--- config.mk ---
export PLATFORM = sky130hd
export DESIGN_NAME = eeprom_ctrl_top
export DESIGN_NICKNAME = d
export VERILOG_FILES = /design/src/rtl/eeprom_pkg.sv /design/src/rtl/eeprom_if.sv /design/src/rtl/eeprom_req_stage.sv /design/src/rtl/eeprom_frame_seq.sv /design/src/rtl/eeprom_bit_engine.sv /design/src/rtl/eeprom_ctrl_top.sv
export SDC_FILE = /design/constraint.sdc
export NUM_CORES = 1
export LEC_CHECK = 0
export ABC_AREA = 1
export BUFFER_PORTS_ARGS = -buffer_cell sky130_fd_sc_hd__buf_2
export CORE_AREA = 2 2 74 147
export CTS_CLUSTER_DIAMETER = 60
export DETAILED_ROUTE_END_ITERATION = 10
export DIE_AREA = 0 0 76 149
export SYNTH_ARGS = -nofsm -noshare
export SYNTH_HDL_FRONTEND = slang
export SYNTH_HIERARCHICAL = 1
export SYNTH_SLANG_ARGS = --single-unit
--- constraint.sdc ---
create_clock -name CLK -period 1.8 [get_ports CLK]
set_input_delay 0.18 -clock CLK [delete_from_list [all_inputs] [get_ports CLK]]
set_output_delay 0.18 -clock CLK [all_outputs]
set_load 0.02 [all_outputs]
--- src/rtl/eeprom_pkg.sv ---
package eeprom_pkg;

    // 24C16 style device, 2 K bytes
    localparam int ADDR_W    = 11;
    localparam int BLOCK_LSB = 8;   // addr bits 10:8 go in the control byte
    localparam logic [3:0] DEV_TYPE = 4'b1010;

    // one scl period, low for the first half and high for the second
    localparam int PHASES_PER_BIT = 4;
    localparam int PHASE_W        = $clog2(PHASES_PER_BIT);
    localparam logic [PHASE_W-1:0] PH_DRIVE  = PHASE_W'(0);
    localparam logic [PHASE_W-1:0] PH_RISE   = PHASE_W'(1);
    localparam logic [PHASE_W-1:0] PH_SAMPLE = PHASE_W'(2);
    localparam logic [PHASE_W-1:0] PH_LAST   = PHASE_W'(PHASES_PER_BIT - 1);

    // eight data bits plus the ack slot
    localparam int BITS_PER_BYTE = 9;
    localparam int BIT_W         = $clog2(BITS_PER_BYTE);
    localparam logic [BIT_W-1:0] ACK_BIT = BIT_W'(BITS_PER_BYTE - 1);

    // one-hot state indices of the frame sequencer
    localparam int S_IDLE     = 0;
    localparam int S_START    = 1;
    localparam int S_CTRL_W   = 2;
    localparam int S_ADDR     = 3;
    localparam int S_DATA_W   = 4;
    localparam int S_RSTART   = 5;
    localparam int S_CTRL_R   = 6;
    localparam int S_DATA_R   = 7;
    localparam int S_STOP     = 8;
    localparam int NUM_STATES = 9;

    typedef enum logic [1:0] {
        OP_START,
        OP_WRITE_BYTE,
        OP_READ_BYTE,
        OP_STOP
    } bit_op_e;

    typedef struct packed {
        logic [3:0] dev_type;
        logic [2:0] block;
        logic       rnw;    // 1 = read
    } ctrl_fields_t;

    typedef union packed {
        logic [7:0]   raw;  // msb first on the wire
        ctrl_fields_t fields;
    } ctrl_byte_u;

endpackage

--- src/rtl/eeprom_if.sv ---
`timescale 1ns/1ps

// pending request, held until take
interface eeprom_req_if;
    import eeprom_pkg::*;

    logic              valid;
    logic              is_read;
    logic [ADDR_W-1:0] addr;
    logic [7:0]        wdata;
    logic              take;

    modport src (output valid, is_read, addr, wdata, input take);
    modport dst (input valid, is_read, addr, wdata, output take);
endinterface

// one bus operation at a time
interface eeprom_bit_if;
    import eeprom_pkg::*;

    logic       go;
    bit_op_e    op;
    logic [7:0] tx_byte;
    logic       done;
    logic [7:0] rx_byte;    // valid with done on a read byte

    modport seq (output go, op, tx_byte, input done, rx_byte);
    modport eng (input go, op, tx_byte, output done, rx_byte);
endinterface

--- src/rtl/eeprom_req_stage.sv ---
`timescale 1ns/1ps

module eeprom_req_stage (
    input  logic                          CLK,
    input  logic                          RESET,
    input  logic                          wr,
    input  logic                          rd,
    input  logic [eeprom_pkg::ADDR_W-1:0] addr,
    input  logic [7:0]                    wr_data,
    output logic                          busy,
    eeprom_req_if.src                     req
);
    import eeprom_pkg::*;

    logic              valid;
    logic              accept;
    logic              hold_is_read;
    logic [ADDR_W-1:0] hold_addr;
    logic [7:0]        hold_wdata;

    assign accept = !valid && (wr || rd);  // strobes while full are dropped

    always_ff @(posedge CLK)
    begin
        if (RESET)
        begin
            valid <= 1'b0;
        end
        else if (accept)
        begin
            valid <= 1'b1;
        end
        else if (req.take)
        begin
            valid <= 1'b0;
        end
    end

    always_ff @(posedge CLK)
    begin
        if (accept)
        begin
            hold_is_read <= !wr;   // wr wins
            hold_addr    <= addr;
            hold_wdata   <= wr_data;
        end
    end

    assign busy        = valid;
    assign req.valid   = valid;
    assign req.is_read = hold_is_read;
    assign req.addr    = hold_addr;
    assign req.wdata   = hold_wdata;

    // a held request only leaves through the sequencer
    a_valid_held: assert property (
        @(posedge CLK) disable iff (RESET)
        req.valid && !req.take |=> req.valid
    ) else $error("request dropped without take");

endmodule

--- src/rtl/eeprom_frame_seq.sv ---
`timescale 1ns/1ps

module eeprom_frame_seq (
    input  logic      CLK,
    input  logic      RESET,
    eeprom_req_if.dst req,
    eeprom_bit_if.seq bit_bus,
    output logic      ack,
    output logic [7:0] rd_data
);
    import eeprom_pkg::*;

    logic [NUM_STATES-1:0] state;
    logic [NUM_STATES-1:0] state_nxt;
    logic                  go_q;
    logic                  op_open;
    bit_op_e               op_sel;
    bit_op_e               op_q;
    logic [7:0]            tx_sel;
    logic [7:0]            tx_q;
    logic                  cur_is_read;
    logic [ADDR_W-1:0]     cur_addr;
    logic [7:0]            cur_wdata;
    logic [7:0]            rx_hold;
    ctrl_byte_u            ctrl_w;
    ctrl_byte_u            ctrl_r;

    function automatic logic [NUM_STATES-1:0] one_hot(input int idx);
        logic [NUM_STATES-1:0] v;
        v = '0;
        v[idx] = 1'b1;
        return v;
    endfunction

    assign req.take = state[S_IDLE] && req.valid;

    always_comb
    begin
        ctrl_w.fields.dev_type = DEV_TYPE;
        ctrl_w.fields.block    = cur_addr[ADDR_W-1:BLOCK_LSB];
        ctrl_w.fields.rnw      = 1'b0;
        ctrl_r                 = ctrl_w;
        ctrl_r.fields.rnw      = 1'b1;
    end

    always_comb
    begin
        state_nxt = state;
        if (state[S_IDLE])
        begin
            if (req.valid)
                state_nxt = one_hot(S_START);
        end
        else if (bit_bus.done)
        begin
            case (1'b1)
                state[S_START]:  state_nxt = one_hot(S_CTRL_W);
                state[S_CTRL_W]: state_nxt = one_hot(S_ADDR);
                state[S_ADDR]:   state_nxt = cur_is_read ? one_hot(S_RSTART) : one_hot(S_DATA_W);
                state[S_DATA_W]: state_nxt = one_hot(S_STOP);
                state[S_RSTART]: state_nxt = one_hot(S_CTRL_R);
                state[S_CTRL_R]: state_nxt = one_hot(S_DATA_R);
                state[S_DATA_R]: state_nxt = one_hot(S_STOP);
                default:         state_nxt = one_hot(S_IDLE);
            endcase
        end
    end

    // operation for the state being entered
    always_comb
    begin
        op_sel = OP_START;
        tx_sel = 8'h00;
        case (1'b1)
            state_nxt[S_CTRL_W]:
            begin
                op_sel = OP_WRITE_BYTE;
                tx_sel = ctrl_w.raw;
            end
            state_nxt[S_ADDR]:
            begin
                op_sel = OP_WRITE_BYTE;
                tx_sel = cur_addr[7:0];
            end
            state_nxt[S_DATA_W]:
            begin
                op_sel = OP_WRITE_BYTE;
                tx_sel = cur_wdata;
            end
            state_nxt[S_CTRL_R]:
            begin
                op_sel = OP_WRITE_BYTE;
                tx_sel = ctrl_r.raw;
            end
            state_nxt[S_DATA_R]: op_sel = OP_READ_BYTE;
            state_nxt[S_STOP]:   op_sel = OP_STOP;
            default:             op_sel = OP_START;  // start and repeated start
        endcase
    end

    always_ff @(posedge CLK)
    begin
        if (RESET)
        begin
            state   <= one_hot(S_IDLE);
            go_q    <= 1'b0;
            op_open <= 1'b0;
            ack     <= 1'b0;
            rd_data <= 8'h00;
        end
        else
        begin
            state   <= state_nxt;
            go_q    <= !state_nxt[S_IDLE] && (state_nxt != state);  // one go per state
            op_open <= go_q || (op_open && !bit_bus.done);
            ack     <= state[S_STOP] && bit_bus.done;
            if (state[S_STOP] && bit_bus.done && cur_is_read)
                rd_data <= rx_hold;
        end
    end

    always_ff @(posedge CLK)
    begin
        if (req.take)
        begin
            cur_is_read <= req.is_read;
            cur_addr    <= req.addr;
            cur_wdata   <= req.wdata;
        end
        if (state[S_DATA_R] && bit_bus.done)
            rx_hold <= bit_bus.rx_byte;
        op_q <= op_sel;
        tx_q <= tx_sel;
    end

    assign bit_bus.go      = go_q;
    assign bit_bus.op      = op_q;
    assign bit_bus.tx_byte = tx_q;

    a_go_idle: assert property (
        @(posedge CLK) disable iff (RESET)
        bit_bus.go |-> !op_open
    ) else $error("go issued while an operation is outstanding");

endmodule

--- src/rtl/eeprom_bit_engine.sv ---
`timescale 1ns/1ps

module eeprom_bit_engine (
    input  logic      CLK,
    input  logic      RESET,
    input  logic      sda_in,
    eeprom_bit_if.eng bit_bus,
    output logic      scl,
    output logic      sda_out,
    output logic      sda_oe
);
    import eeprom_pkg::*;

    logic               active;
    bit_op_e            cur_op;
    logic [PHASE_W-1:0] ph;
    logic [BIT_W-1:0]   bit_cnt;
    logic [7:0]         shreg;
    logic               done_q;
    logic               is_byte;
    logic               ack_slot;
    logic               last_bit;

    assign is_byte  = (cur_op == OP_WRITE_BYTE) || (cur_op == OP_READ_BYTE);
    assign ack_slot = (bit_cnt == ACK_BIT);
    assign last_bit = is_byte ? ack_slot : (bit_cnt == '0);

    assign bit_bus.done    = done_q;
    assign bit_bus.rx_byte = shreg;

    always_ff @(posedge CLK)
    begin
        if (RESET)
        begin
            active  <= 1'b0;
            cur_op  <= OP_STOP;
            ph      <= '0;
            bit_cnt <= '0;
            done_q  <= 1'b0;
            scl     <= 1'b1;
            sda_out <= 1'b1;
            sda_oe  <= 1'b0;
        end
        else
        begin
            done_q <= 1'b0;
            if (!active)
            begin
                if (bit_bus.go)
                begin
                    active  <= 1'b1;
                    cur_op  <= bit_bus.op;
                    ph      <= '0;
                    bit_cnt <= '0;
                end
            end
            else
            begin
                ph <= ph + 1'b1;
                if (ph == PH_RISE)
                    scl <= 1'b1;
                if (ph == PH_LAST)
                begin
                    ph <= '0;
                    if (cur_op != OP_STOP)
                        scl <= 1'b0;   // bus stays high only after stop
                    if (last_bit)
                    begin
                        active <= 1'b0;
                        done_q <= 1'b1;
                    end
                    else
                    begin
                        bit_cnt <= bit_cnt + 1'b1;
                    end
                end

                // sda moves at the end of the first quarter, while scl is low
                case (cur_op)
                    OP_START:
                    begin
                        if (ph == PH_DRIVE)
                        begin
                            sda_oe  <= 1'b1;   // release high first, for repeated start
                            sda_out <= 1'b1;
                        end
                        else if (ph == PH_SAMPLE)
                        begin
                            sda_out <= 1'b0;   // falls with scl high
                        end
                    end
                    OP_STOP:
                    begin
                        if (ph == PH_DRIVE)
                        begin
                            sda_oe  <= 1'b1;
                            sda_out <= 1'b0;
                        end
                        else if (ph == PH_SAMPLE)
                        begin
                            sda_out <= 1'b1;   // rises with scl high
                        end
                        else if (ph == PH_LAST)
                        begin
                            sda_oe <= 1'b0;
                        end
                    end
                    OP_WRITE_BYTE:
                    begin
                        if (ph == PH_DRIVE)
                        begin
                            sda_oe  <= !ack_slot;  // slave owns the ack slot
                            sda_out <= ack_slot ? sda_out : shreg[7];
                        end
                    end
                    default:
                    begin
                        if (ph == PH_DRIVE)
                        begin
                            sda_oe  <= ack_slot;   // master nack after the read byte
                            sda_out <= 1'b1;
                        end
                    end
                endcase
            end
        end
    end

    always_ff @(posedge CLK)
    begin
        if (!active && bit_bus.go)
            shreg <= bit_bus.tx_byte;
        else if (active && !ack_slot && ph == PH_DRIVE && cur_op == OP_WRITE_BYTE)
            shreg <= {shreg[6:0], 1'b0};
        else if (active && !ack_slot && ph == PH_SAMPLE && cur_op == OP_READ_BYTE)
            shreg <= {shreg[6:0], sda_in};   // sampled mid scl high
    end

    a_sda_stable: assert property (
        @(posedge CLK) disable iff (RESET)
        active && is_byte && ($changed(sda_out) || $changed(sda_oe)) |-> !scl
    ) else $error("sda changed while scl high during a data bit");

endmodule

--- src/rtl/eeprom_ctrl_top.sv ---
`timescale 1ns/1ps

module eeprom_ctrl_top (
    input  logic                          CLK,
    input  logic                          RESET,
    input  logic                          wr,
    input  logic                          rd,
    input  logic [eeprom_pkg::ADDR_W-1:0] addr,
    input  logic [7:0]                    wr_data,
    input  logic                          sda_in,
    output logic                          scl,
    output logic                          sda_out,
    output logic                          sda_oe,
    output logic                          busy,
    output logic                          ack,
    output logic [7:0]                    rd_data
);

    eeprom_req_if req_bus ();
    eeprom_bit_if bit_bus ();

    eeprom_req_stage req_stage_inst (
        .CLK     (CLK),
        .RESET   (RESET),
        .wr      (wr),
        .rd      (rd),
        .addr    (addr),
        .wr_data (wr_data),
        .busy    (busy),
        .req     (req_bus.src)
    );

    eeprom_frame_seq frame_seq_inst (
        .CLK     (CLK),
        .RESET   (RESET),
        .req     (req_bus.dst),
        .bit_bus (bit_bus.seq),
        .ack     (ack),
        .rd_data (rd_data)
    );

    eeprom_bit_engine bit_engine_inst (
        .CLK     (CLK),
        .RESET   (RESET),
        .sda_in  (sda_in),
        .bit_bus (bit_bus.eng),
        .scl     (scl),
        .sda_out (sda_out),
        .sda_oe  (sda_oe)
    );

endmodule

# == After elaboration in Yosys (flattened, before gate mapping) ==
# Cells that the tools add are included.
# classes
bitwise,2
reduce_logical,34
add_sub_neg,2
eq_ne,17
muxes,52
# op_table
operator,count
two-way mux 9 bit,10
two-way mux 8 bit,6
two-way mux 1 bit,23
two-way mux 4 bit,5
logical AND 1 bit,12
AND reduction 6 bit,2
two-way mux 2 bit,5
inequality test 2 bit (second input constant),5
inequality test 9 bit,1
== test 2 bit (second input constant),4
nonzero test 2 bit,4
two-way mux 6 bit,1
inequality test 3 x 1 -> 1 bit (second input constant),2
one-hot mux 1 bit (3 select lines),2
nonzero test 3 bit,2
zero test 1 bit,5
adder 4 x 1 -> 4 bit (second input constant),1
== test 2 x 1 -> 1 bit (second input constant),2
== test 4 bit (second input constant),1
zero test 2 bit,2
zero test 4 bit,1
inequality test 2 x 1 -> 1 bit (second input constant),2
OR reduction 4 bit,1
AND reduction 3 bit,1
other kinds (5),7
# word_totals
reg_bits,99
out_inout_bits,13
wordCells,131
inputBits,24

# == Logic depth before layout (Yosys ltp) ==
# Gate-level depths: netlist of run 1.
# depth
ltp_word,13
ltp_mapped,11
mapped_depth_nobuf,11

# == Hierarchy ==
# Netlist of run 1, hierarchy kept.
# by_module_without_submodules
module,area_per_inst_um2,cells_per_inst,seq_area_each_um2,instances
eeprom_frame_seq,2112.0,197,1421.4,1
eeprom_bit_engine,1203.7,152,500.5,1
eeprom_req_stage,664.4,29,620.6,1

# == Worst setup path before layout of run 1 ==
# Ideal clock, no wire load.
# synth_path
path_type,register to register
from,"register req_stage_inst.valid, in the netlist req_stage_inst/busy"
to,register frame_seq_inst.cur_addr[0] (enable)
arrival_time_ps,1136
synth_period_minus_slack_ps,1512
slack_ps,288
required_time_ps,1424
stages_incl_launch_ff,4
path_buffers,1
setup_ps,376
cell_sequence,dfxtp_1 -> buf_4 -> nand2_1 -> inv_1
# synth_between
elab_chain_cells,1
# synth_rtl
element,line,text
from (decl),eeprom_req_stage.sv:15,logic valid;
from (signal assigned),eeprom_req_stage.sv:27,valid <= 1'b0;
from (signal assigned),eeprom_req_stage.sv:31,valid <= 1'b1;
from (signal assigned),eeprom_req_stage.sv:35,valid <= 1'b0;
logical AND 1 bit,eeprom_frame_seq.sv:35,assign req.take = state[S_IDLE] && req.valid;
named net req_bus.take,eeprom_if.sv:11,logic take;
to (signal assigned),eeprom_frame_seq.sv:127,cur_addr <= req.addr;
to (decl),eeprom_frame_seq.sv:22,logic [ADDR_W-1:0] cur_addr;
# The timed path passes the listed nets, and every way through them passes these cells.
# A chain may end at the register's enable or synchronous reset.

# == Worst setup path in the final report of run 1 ==
# layout_path
from,register bit_engine_inst.bit_cnt[0]
to,"register bit_engine_inst.shreg[2], in the netlist bit_engine_inst/bit_bus.rx_byte[2] (enable)"
# layout_between
elab_chain_cells,6
word_cells_on_any_way,8
cone_classes,1 x eq/ne; 7 x reduce/logical
# layout_rtl
element,line,text
from (decl),eeprom_bit_engine.sv:17,logic [BIT_W-1:0] bit_cnt;
from (signal assigned),eeprom_bit_engine.sv:74,bit_cnt <= bit_cnt + 1'b1;
== test 4 bit (*),eeprom_bit_engine.sv:25,assign ack_slot = (bit_cnt == ACK_BIT);
zero test 1 bit (*),"eeprom_bit_engine.sv:133, eeprom_bit_engine.sv:135",
logical AND 1 bit (*),"eeprom_bit_engine.sv:133, eeprom_bit_engine.sv:135",
"logical AND 1 bit, on equally long branches (2 in series)","eeprom_bit_engine.sv:135, eeprom_bit_engine.sv:133",
nonzero test 3 bit (no source line) (*),--,
to (signal assigned),eeprom_bit_engine.sv:132,shreg <= bit_bus.tx_byte;
to (signal assigned),eeprom_bit_engine.sv:134,"shreg <= {shreg[6:0], 1'b0};"
to (signal assigned),eeprom_bit_engine.sv:136,"shreg <= {shreg[6:0], sda_in};"
to (decl),eeprom_bit_engine.sv:18,logic [7:0] shreg;
# Every way passes the cells marked *; elsewhere a longest branch is shown, timed or not.

==> results of run 1 <==
-- cell families after synthesis --
kind of cell    after synthesis  synth area share (%)
xor+xnor                      1                 0.220
flops                        99                  63.9
simple gates                157                  18.6
buf+inv                      56                  5.94
compound gates               54                  7.86
fa+ha+maj                    11                  3.46
-- Yosys cell counts, drive strengths merged, types with 2 or more instances --
cell type / n
nand2: 90
o21ai: 20
inv: 49
nor3: 5
nor2: 32
o211ai: 3
edfxtp: 56
o21a: 3
nand4: 6
nand3: 22
buf: 4
clkbuf: 2
dfxtp: 43
ha: 11
a21oi: 26
-- critical path: cells and delay by family, from the launching register on --
| family | cells | cell delay (ns) |
|---|---|---|
| DFF | 1 | 0.40 |
| buffers and inverters | 1 | 0.10 |
| adders and majority gates | 1 | 0.20 |
| and+or+nand+nor | 3 | 0.58 |
-- sequential cells by signal, summed over array words and instances, names as in the netlist, 2 cells and up --
signal                           cells
frame_seq_inst/rd_data               8
frame_seq_inst/state                 9
bit_engine_inst/cur_op               2
req_stage_inst/req.wdata             8
frame_seq_inst/bit_bus.tx_byte       8
frame_seq_inst/cur_addr             11
frame_seq_inst/cur_wdata             8
frame_seq_inst/bit_bus.op            2
bit_engine_inst/ph                   2
req_stage_inst/req.addr             11
bit_engine_inst/bit_bus.rx_byte      8
frame_seq_inst/rx_hold               8
bit_engine_inst/bit_cnt              4
-- cell type report --
type / instances / area [um^2] / share of cell area (%)
Clock inverter: 7 / 70.1 / 1.46
Inverter: 50 / 195 / 4.06
Sequential cell: 99 / 2540 / 52.8
Multi-Input combinational cell: 223 / 1200 / 25.0
Timing Repair Buffer: 60 / 408 / 8.47
Clock buffer: 9 / 225 / 4.68
Tap cell: 137 / 171 / 3.56
-- how the worst min path moves through the flow --
stage                    start                                     to  slack, ns  cells after the start
CTS                   addr[10]  req_stage_inst/req.addr[10]$_DFFE_PP_     0.0006                      1
finish                      wr   req_stage_inst/req.is_read$_DFFE_PP_       0.09                      2
detailed placement  wr_data[0]  req_stage_inst/req.wdata[0]$_DFFE_PP_       0.36                      1
global route                wr   req_stage_inst/req.is_read$_DFFE_PP_       0.09                      2
floorplan                RESET       req_stage_inst/busy$_SDFFE_PP0P_       0.24                      1
global placement    wr_data[0]  req_stage_inst/req.wdata[0]$_DFFE_PP_       0.36                      1
-- through the flow --
step,std cells,setup slack (ns)
after floorplan,378,0.288
after global placement,550,0.224
after detailed placement,550,0.155
after CTS,580,0.143
after global routing,585,0.0162
final,585,0.175
-- layout by cell type, fill, tap and decap left out, types with 2 or more instances in the layout --
cell                            synthesis  routed
sky130_fd_sc_hd__ha_1                  11      11
sky130_fd_sc_hd__nor3_1                 5       5
sky130_fd_sc_hd__o21a_1                 3       3
sky130_fd_sc_hd__o21ai_0               17      17
sky130_fd_sc_hd__edfxtp_1              56      56
sky130_fd_sc_hd__nand2_1               77      77
sky130_fd_sc_hd__nand4_1                6       6
sky130_fd_sc_hd__inv_1                 42      42
sky130_fd_sc_hd__nor2_1                31      31
sky130_fd_sc_hd__nand2_4                5       5
sky130_fd_sc_hd__nand3_2                2       2
sky130_fd_sc_hd__buf_2                  0      36
sky130_fd_sc_hd__nand2_2                7       7
sky130_fd_sc_hd__clkbuf_16              0       9
sky130_fd_sc_hd__o21ai_2                2       2
sky130_fd_sc_hd__a21oi_1               25      25
sky130_fd_sc_hd__buf_4                  3       5
sky130_fd_sc_hd__inv_2                  6       6
sky130_fd_sc_hd__nand3_1               20      20
sky130_fd_sc_hd__o211ai_1               3       3
sky130_fd_sc_hd__clkinv_4               1       3
sky130_fd_sc_hd__dfxtp_1               43      43
sky130_fd_sc_hd__dlygate4sd3_1          0      19
sky130_fd_sc_hd__inv_8                  0       2
-- power by group --
group | switching [uW] | leakage (uW) | internal, uW
sequential | 37.7 | 0.000876 | 2510
combinational | 162 | 0.00100 | 105
clock | 885 | 0.000147 | 975
total | 1080 | 0.00202 | 3590
-- metal layers --
metal	global-route usage, %	wire length [um]	vias up
met5	0	0	-
met4	7.00	219	0
met3	3.69	307	19
met2	22.9	3540	62
met1	12.4	2630	1175
li1	-	-	1385
==> results.txt, run 1 <==
Post-synth ARST share: 0%
share of cells above drive strength 1: 19.0%
crit path time final: 1.63 ns
I/O Pins: 37
distinct cell type count of the synthesized netlist: 32
all-layer global routing usage: 12.4%
net count after synthesis: 413
Num CTS Buffers: 9
highest fanout seen on the critical path: 8
total count of hold-check failures in the final report: 0
min-delay worst type: in2reg
CTS tree: yes
run status: finished, final reports clean
total placed instance area: 4330 um^2
Final GP Congestion: 0.853
hold bufs inserted after CTS: 14
mean instance size in the synthesized netlist: 10.5 um^2
critical path data arrival time: 1.63 ns
HPWL reported at the end of detailed placement: 4750 um
final design area excluding fillers: 4810 um^2
Slowest cell on crit path: sky130_fd_sc_hd__dfxtp_1
RSZ-0062 raised after global routing: false
Max Cap Viol: 0
maximum buffer depth of the clock tree: 2
CTS clock-pin slew for the worst setup and hold paths: 0.07 ns
cell type contributing the most total cell area after synthesis: sky130_fd_sc_hd__edfxtp_1
antenna violation net count after detailed routing: 0
largest clock skew in the final design: 0.00784 ns
Least-Margin Pin Slew: 0.393 ns
delay of the slowest critical-path stage: 0.40 ns
setup TNS after final layout: 0 ns
area share of the largest cell type after synthesis: 42.3%
Routed WL per cell: 11.4 um
CP cell instances: inv_1 > ha_1 > nand3_1 > nand4_1 > nand3_1
tightest slew margin relative to the limit: 73.7%
wire length of the first global-routing pass: 11100 um
IR drop worst, VDD: 0.692 mV
number of cell instances on the worst register-to-register path: 5
dominant synthesized flop cell: sky130_fd_sc_hd__edfxtp_1
number of iterations in the first detailed-routing pass: 4
setup slack, reg-to-reg: 0.17 ns
first element of the critical path: bit_engine_inst/bit_cnt[0]$_SDFFE_PP0P_
power per standard cell area: 971 nW/um^2
via count of the first global-routing pass: 2541
pins over their slew limit: 0
timing-limited maximum frequency: 615 MHz
H-Tree Depth: 3
area inside the core boundary: 10300 um^2
final routed DRC violation total: 0
vias: 2641
number of enable-type register cells in the synthesized netlist: 56
number of fill cells: 982
Mapped Area: 3980 um^2
total congestion overflow: 0
critical path capture point: bit_engine_inst/bit_bus.rx_byte[2]$_DFFE_PP_
clk_lat worst skew: 0.35 ns
vias per std cell: 4.51
overall die width: 76 um
diode insertion count for antenna repair: 0
number of gates resized after cts: 0
Starting Density: 38.7%
critical path capture point type: flop
required time worst endpoint: 1.80 ns
critical path type: reg2reg
Die ar.: 11300 um^2
Sink Count: 99
Area contributors post-synth: sky130_fd_sc_hd__edfxtp_1, sky130_fd_sc_hd__dfxtp_1, sky130_fd_sc_hd__nand2_1, sky130_fd_sc_hd__inv_1, sky130_fd_sc_hd__ha_1
Die Span Y: 149 um
Setup violations, final: 0
dominant cell type by count on the critical path: sky130_fd_sc_hd__nand3_1
largest net degree at the start of global routing: 22
cell leakage power: 0.00202 uW
area overhead of the layout relative to synthesis: 20.9%
Final Routed Wirelength: 6690 um
terminus of the critical flop-to-flop path: bit_engine_inst/bit_bus.rx_byte[2]$_DFFE_PP_
initial antenna violation count: 0
ratio of final minimum period to clock period: 90.3%
buffer count from post-CTS setup fixing: 0
CP Launch Type: flop
clock root cell: sky130_fd_sc_hd__clkbuf_16
cell count after synthesis: 378
final layout net count: 478
count of input and output buffers: 36
share of the yosys chip area belonging to registers: 63.9%
flip-flop and latch count after synthesis: 99
minimum hold slack: 0.0894 ns
number of rows in the core area: 53
power consumption: 4680 uW
Yosys warning count: 6
RR Startpoint: bit_engine_inst/bit_cnt[0]$_SDFFE_PP0P_
number of violations reported at the end of detailed-routing iteration 0: 175
fraction of the core area covered by cells at the end of the flow: 46.8%
Note: power is estimated with default switching activity, not from simulation.
==> run 2, diff against run 1 <==
--- a/config.mk
+++ b/config.mk
@@ -11,6 +11,7 @@
 export CTS_CLUSTER_DIAMETER = 60
 export DETAILED_ROUTE_END_ITERATION = 10
 export DIE_AREA = 0 0 76 149
+export SKIP_CTS_REPAIR_TIMING = 1
 export SYNTH_ARGS = -nofsm -noshare
 export SYNTH_HDL_FRONTEND = slang
 export SYNTH_HIERARCHICAL = 1
==> constraint.sdc (replaced) <==
create_clock -name CLK -period 1.5 [get_ports CLK]
set_input_delay 0.15 -clock CLK [delete_from_list [all_inputs] [get_ports CLK]]
set_output_delay 0.15 -clock CLK [all_outputs]
set_load 0.02 [all_outputs]
==> results.txt, run 2 (synthesized netlist as in run 1, its figures left out) <==
routed wl met3: 238 um (-22%)
Setup violations, final: 0 (unchanged)
critical path type: reg2reg
largest net degree at the start of global routing: 22 (unchanged)
I/O Pins: 37 (unchanged)
area inside the core boundary: 10300 um^2 (unchanged)
power consumption: 5800 uW (+24%)
Max Cap Viol: 0 (unchanged)
share of cells above drive strength 1: 21.9% (+3.0 points)
antenna violation net count after detailed routing: 0 (unchanged)
power per standard cell area: 1170 nW/um^2 (+21%)
Final Routed Wirelength: 6980 um (+4.3%)
CTS tree: yes
WL met1: 2730 um (+3.8%)
vias: 2648 (+0.27%)
pins over their slew limit: 0 (unchanged)
largest clock skew in the final design: 0.0112 ns (+0.00333 ns)
setup TNS after final layout: 0 ns (unchanged)
diode insertion count for antenna repair: 0 (unchanged)
highest fanout seen on the critical path: 8 (unchanged)
H-Tree Depth: 3 (unchanged)
initial antenna violation count: 0 (unchanged)
area overhead of the layout relative to synthesis: 24.3%
Die ar.: 11300 um^2 (unchanged)
via count of the first global-routing pass: 2506 (-1.4%)
number of iterations in the first detailed-routing pass: 4 (unchanged)
leading cell type in the layout, fill and taps excluded: sky130_fd_sc_hd__nand2_1
ratio of final minimum period to clock period: 94.9% (+4.6 points)
Sink Count: 99 (unchanged)
total area of multi-input combinational cells: 1220 um^2 (+1.7%)
timing-limited maximum frequency: 703 MHz (+14%)
Least-Margin Pin Slew: 0.403 ns (+0.00949 ns)
run status: finished, final reports clean
all-layer global routing usage: 12.7% (+0.29 points)
overall die width: 76 um (unchanged)
clk_lat worst skew: 0.34 ns (about the same)
total count of hold-check failures in the final report: 0 (unchanged)
uppermost layer routed: met4
HPWL reported at the end of detailed placement: 4840 um (+1.8%)
maximum buffer depth of the clock tree: 2 (unchanged)
tightest slew margin relative to the limit: 73.1% (-0.62 points)
critical path capture point type: flop
number of rows in the core area: 53 (unchanged)
total congestion overflow: 0 (unchanged)
Final GP Congestion: 0.899 (+5.4%)
clock root cell: sky130_fd_sc_hd__clkbuf_16
min-delay worst type: in2reg
number of fill cells: 914 (-6.9%)
CP Launch Type: flop
wire length of the first global-routing pass: 11300 um (+1.7%)
vias per std cell: 4.47 (-1.1%)
fraction of the core area covered by cells at the end of the flow: 48.1% (+1.3 points)
IR drop worst, VDD: 0.904 mV (+31%)
critical path data arrival time: 1.49 ns (-0.14 ns)
cell leakage power: 0.00208 uW (+2.6%)
combined flip-flop and latch cell area: 2550 um^2 (+0.15%)
CTS clock-pin slew for the worst setup and hold paths: 0.07 ns (about the same)
minimum hold slack: 0.0564 ns (-0.0329 ns)
Routed WL per cell: 11.8 um (+2.9%)
required time worst endpoint: 1.57 ns (-0.23 ns)
final routed DRC violation total: 0 (unchanged)
most used cells in the layout excluding fill and tap cells: sky130_fd_sc_hd__nand2_1, sky130_fd_sc_hd__edfxtp_1, sky130_fd_sc_hd__inv_1
count of input and output buffers: 36 (unchanged)
Starting Density: 38.7% (unchanged)
crit path time final: 1.42 ns (-0.202 ns)
routed length on met2: 3820 um (+8.0%)
Num CTS Buffers: 9 (unchanged)
final layout net count: 486 (+1.7%)
number of violations reported at the end of detailed-routing iteration 0: 154 (-12%)
Die Span Y: 149 um (unchanged)
run 2: worst max-delay path: stages, from the launching register on:
cell                      delay (ns)
sky130_fd_sc_hd__dfxtp_2        0.33
sky130_fd_sc_hd__inv_1          0.13
sky130_fd_sc_hd__ha_1           0.26
sky130_fd_sc_hd__nand4_1        0.17
sky130_fd_sc_hd__nand3_2        0.13
sky130_fd_sc_hd__buf_12         0.12
run 2: worst paths after layout:
check / start / endpoint / slack, ns / depth (start not counted)
worst max-delay path: bit_engine_inst/cur_op[1]$_SDFFE_PP1P_ / bit_engine_inst/bit_bus.rx_byte[2]$_DFFE_PP_ / 0.08 / 5
worst max register to register: bit_engine_inst/cur_op[1]$_SDFFE_PP1P_ / bit_engine_inst/bit_bus.rx_byte[2]$_DFFE_PP_ / 0.08 / 5
worst min-delay path: RESET / bit_engine_inst/sda_oe$_SDFFE_PP0P_ / 0.06 / 2
worst min register to register: req_stage_inst/req.wdata[5]$_DFFE_PP_ / frame_seq_inst/cur_wdata[5]$_DFFE_PP_ / 0.42 / 0
run 2: power by group:
part / leakage, uW / switching (uW) / internal, uW / total, uW
combinational: 0.00105 / 204 / 146 / 350
sequential: 0.000876 / 48.5 / 3010 / 3060
clock: 0.000156 / 1050 / 1340 / 2390
total: 0.00208 / 1300 / 4500 / 5800
run 2: stage by stage:
| step | area [um^2] | setup slack [ns] | std cells |
|---|---|---|---|
| 2_1_floorplan | 3980 | 0.0633 | 378 |
| 3_3_place_gp | 4420 | 0.0990 | 558 |
| 3_5_place_dp | 4420 | 0.0747 | 558 |
| 4_1_cts | 4730 | 0.0632 | 574 |
| 5_1_grt | 4950 | -0.00865 | 593 |
| 6_report | 4950 | 0.0766 | 593 |
run 2: per-layer routing:
layer | GRT usage, % | vias to the layer above
li1 | - | 1401
met1 | 13.0 | 1177
met2 | 23.3 | 53
met3 | 3.33 | 17
met4 | 7.27 | 0
met5 | 0 | -
run 2: cell type report:
| class | count | share of cell area [%] |
|---|---|---|
| Clock inverter | 7 | 1.82 |
| Multi-Input combinational cell | 223 | 24.7 |
| Inverter | 50 | 4.02 |
| Timing Repair Buffer | 68 | 9.97 |
| Tap cell | 137 | 3.47 |
| Sequential cell | 99 | 51.5 |
| Clock buffer | 9 | 4.55 |
==> run 3, diff against run 2 <==
--- a/config.mk
+++ b/config.mk
@@ -11,6 +11,7 @@
 export CTS_CLUSTER_DIAMETER = 60
 export DETAILED_ROUTE_END_ITERATION = 10
 export DIE_AREA = 0 0 76 149
+export RECOVER_POWER = 100
 export SKIP_CTS_REPAIR_TIMING = 1
 export SYNTH_ARGS = -nofsm -noshare
 export SYNTH_HDL_FRONTEND = slang
==> results.txt, run 3 (synthesized netlist as in run 1, its figures left out) <==
all-layer global routing usage: 12.7% (unchanged)
Die ar.: 11300 um^2 (unchanged)
number of iterations in the first detailed-routing pass: 4 (unchanged)
largest net degree at the start of global routing: 22 (unchanged)
routed wl met3: 239 um (+0.42%)
critical path data arrival time: 1.49 ns (about the same)
maximum buffer depth of the clock tree: 2 (unchanged)
most used cells in the layout excluding fill and tap cells: sky130_fd_sc_hd__nand2_1, sky130_fd_sc_hd__edfxtp_1, sky130_fd_sc_hd__inv_1
Setup violations, final: 0 (unchanged)
pins over their slew limit: 0 (unchanged)
first element of the critical path: bit_engine_inst/cur_op[1]$_SDFFE_PP1P_
portion of total power attributed to combinational logic: 5.8% (-0.2 points)
Starting Density: 38.7% (unchanged)
total count of hold-check failures in the final report: 0 (unchanged)
share of cells above drive strength 1: 18.2% (-3.7 points)
Net Sw Power: 1300 uW (-0.13%)
fraction of the core area covered by cells at the end of the flow: 47.7% (-0.40 points)
Max Cap Viol: 0 (unchanged)
area overhead of the layout relative to synthesis: 23.2%
crit path time final: 1.42 ns (-0.000352 ns)
CTS tree: yes
via count of the first global-routing pass: 2506 (unchanged)
power consumption: 5790 uW (-0.25%)
Num CTS Buffers: 9 (unchanged)
HPWL reported at the end of detailed placement: 4840 um (unchanged)
antenna violation net count after detailed routing: 0 (unchanged)
timing-limited maximum frequency: 703 MHz (about the same)
H-Tree Depth: 3 (unchanged)
minimum hold slack: 0.0544 ns (-0.00200 ns)
clk_lat worst skew: 0.34 ns (about the same)
RR Startpoint: bit_engine_inst/cur_op[1]$_SDFFE_PP1P_
Final GP Congestion: 0.899 (unchanged)
critical path type: reg2reg
diode insertion count for antenna repair: 0 (unchanged)
Least-Margin Pin Slew: 0.411 ns (+0.00772 ns)
largest clock skew in the final design: 0.0109 ns (-0.000249 ns)
area inside the core boundary: 10300 um^2 (unchanged)
total congestion overflow: 0 (unchanged)
ratio of final minimum period to clock period: 94.9% (about the same)
wire length of the first global-routing pass: 11300 um (unchanged)
IR drop worst, VDD: 0.907 mV (+0.27%)
run status: finished, final reports clean
uppermost layer routed: met4
overall die width: 76 um (unchanged)
number of fill cells: 930 (+1.8%)
cell leakage power: 0.00201 uW (-3.1%)
vias per std cell: 4.49 (+0.45%)
WL met1: 2720 um (-0.18%)
Min-Delay Path Depth: 2 (unchanged)
part of the total power dissipated in sequential elements: 52.9% (about the same)
switching power as a share of total power: 22.5% (+0.026 points)
Routed WL per cell: 11.8 um (+0.23%)
highest fanout seen on the critical path: 8 (unchanged)
min-delay worst type: in2reg
critical path capture point type: flop
clock share of power: 41.3% (about the same)
Die Span Y: 149 um (unchanged)
final routed DRC violation total: 0 (unchanged)
Final Routed Wirelength: 7000 um (+0.23%)
initial antenna violation count: 0 (unchanged)
clock root cell: sky130_fd_sc_hd__clkbuf_16
setup slack, reg-to-reg: 0.08 ns (about the same)
CTS clock-pin slew for the worst setup and hold paths: 0.07 ns (about the same)
number of violations reported at the end of detailed-routing iteration 0: 150 (-2.6%)
number of cell instances on the worst register-to-register path: 5 (unchanged)
Internal Dissipation: 4490 uW (-0.28%)
number of rows in the core area: 53 (unchanged)
CP Launch Type: flop
power per standard cell area: 1180 nW/um^2 (+0.59%)
I/O Pins: 37 (unchanged)
leading cell type in the layout, fill and taps excluded: sky130_fd_sc_hd__nand2_1
tightest slew margin relative to the limit: 72.6% (-0.52 points)
routed length on met2: 3840 um (+0.50%)
critical path capture point: bit_engine_inst/bit_bus.rx_byte[2]$_DFFE_PP_
setup TNS after final layout: 0 ns (unchanged)
Sink Count: 99 (unchanged)
terminus of the critical flop-to-flop path: bit_engine_inst/bit_bus.rx_byte[2]$_DFFE_PP_
count of input and output buffers: 36 (unchanged)
required time worst endpoint: 1.57 ns (about the same)
final layout net count: 486 (unchanged)
vias: 2660 (+0.45%)
-- run 3: area by class of cell --
| cell class | count | area (um^2) | share of cell area, % |
|---|---|---|---|
| Sequential cell | 99 | 2550 | 51.9 |
| Multi-Input combinational cell | 223 | 1220 | 24.9 |
| Timing Repair Buffer | 68 | 452 | 9.21 |
| Clock buffer | 9 | 225 | 4.59 |
| Inverter | 50 | 199 | 4.06 |
| Tap cell | 137 | 171 | 3.49 |
| Clock inverter | 7 | 90.1 | 1.84 |
-- run 3: worst min-delay path by stage --
stage	start	endpoint	slack [ns]
finish	wr	req_stage_inst/req.is_read$_DFFE_PP_	0.05
global route	wr	req_stage_inst/req.is_read$_DFFE_PP_	0.04
CTS	addr[3]	req_stage_inst/req.addr[3]$_DFFE_PP_	-0.04
floorplan	RESET	req_stage_inst/busy$_SDFFE_PP0P_	0.21
detailed placement	wr_data[0]	req_stage_inst/req.wdata[0]$_DFFE_PP_	0.33
global placement	addr[5]	req_stage_inst/req.addr[5]$_DFFE_PP_	0.33
-- run 3: through the flow --
stage / setup slack [ns] / instance area [um^2] / instances
final: 0.0769 / 4900 / 593
after global routing: -0.00865 / 4900 / 593
after CTS: 0.0632 / 4730 / 574
after detailed placement: 0.0747 / 4420 / 558
after global placement: 0.0990 / 4420 / 558
after floorplan: 0.0633 / 3980 / 378
-- run 3: layer usage --
layer | vias to the layer above | GRT usage, %
met5 | - | 0
met4 | 0 | 7.27
met3 | 17 | 3.33
met2 | 53 | 23.3
met1 | 1187 | 13.0
li1 | 1403 | -
-- run 3: worst max-delay path: stages, from the launching register on --
cell                      delay (ns)
sky130_fd_sc_hd__dfxtp_2        0.33
sky130_fd_sc_hd__inv_1          0.13
sky130_fd_sc_hd__ha_1           0.26
sky130_fd_sc_hd__nand4_1        0.17
sky130_fd_sc_hd__nand3_2        0.13
sky130_fd_sc_hd__buf_12         0.12
-- run 3: power groups by stage --
| stage | Clock, uW | Sequential [uW] | Combinational, uW |
|---|---|---|---|
| after global placement | 0 | 3120 | 305 |
| after CTS | 2450 | 3060 | 308 |
| final | 2390 | 3060 | 335 |
| after detailed placement | 0 | 3120 | 307 |
| after floorplan | 0 | 3120 | 193 |
| after global routing | 2570 | 3070 | 379 |
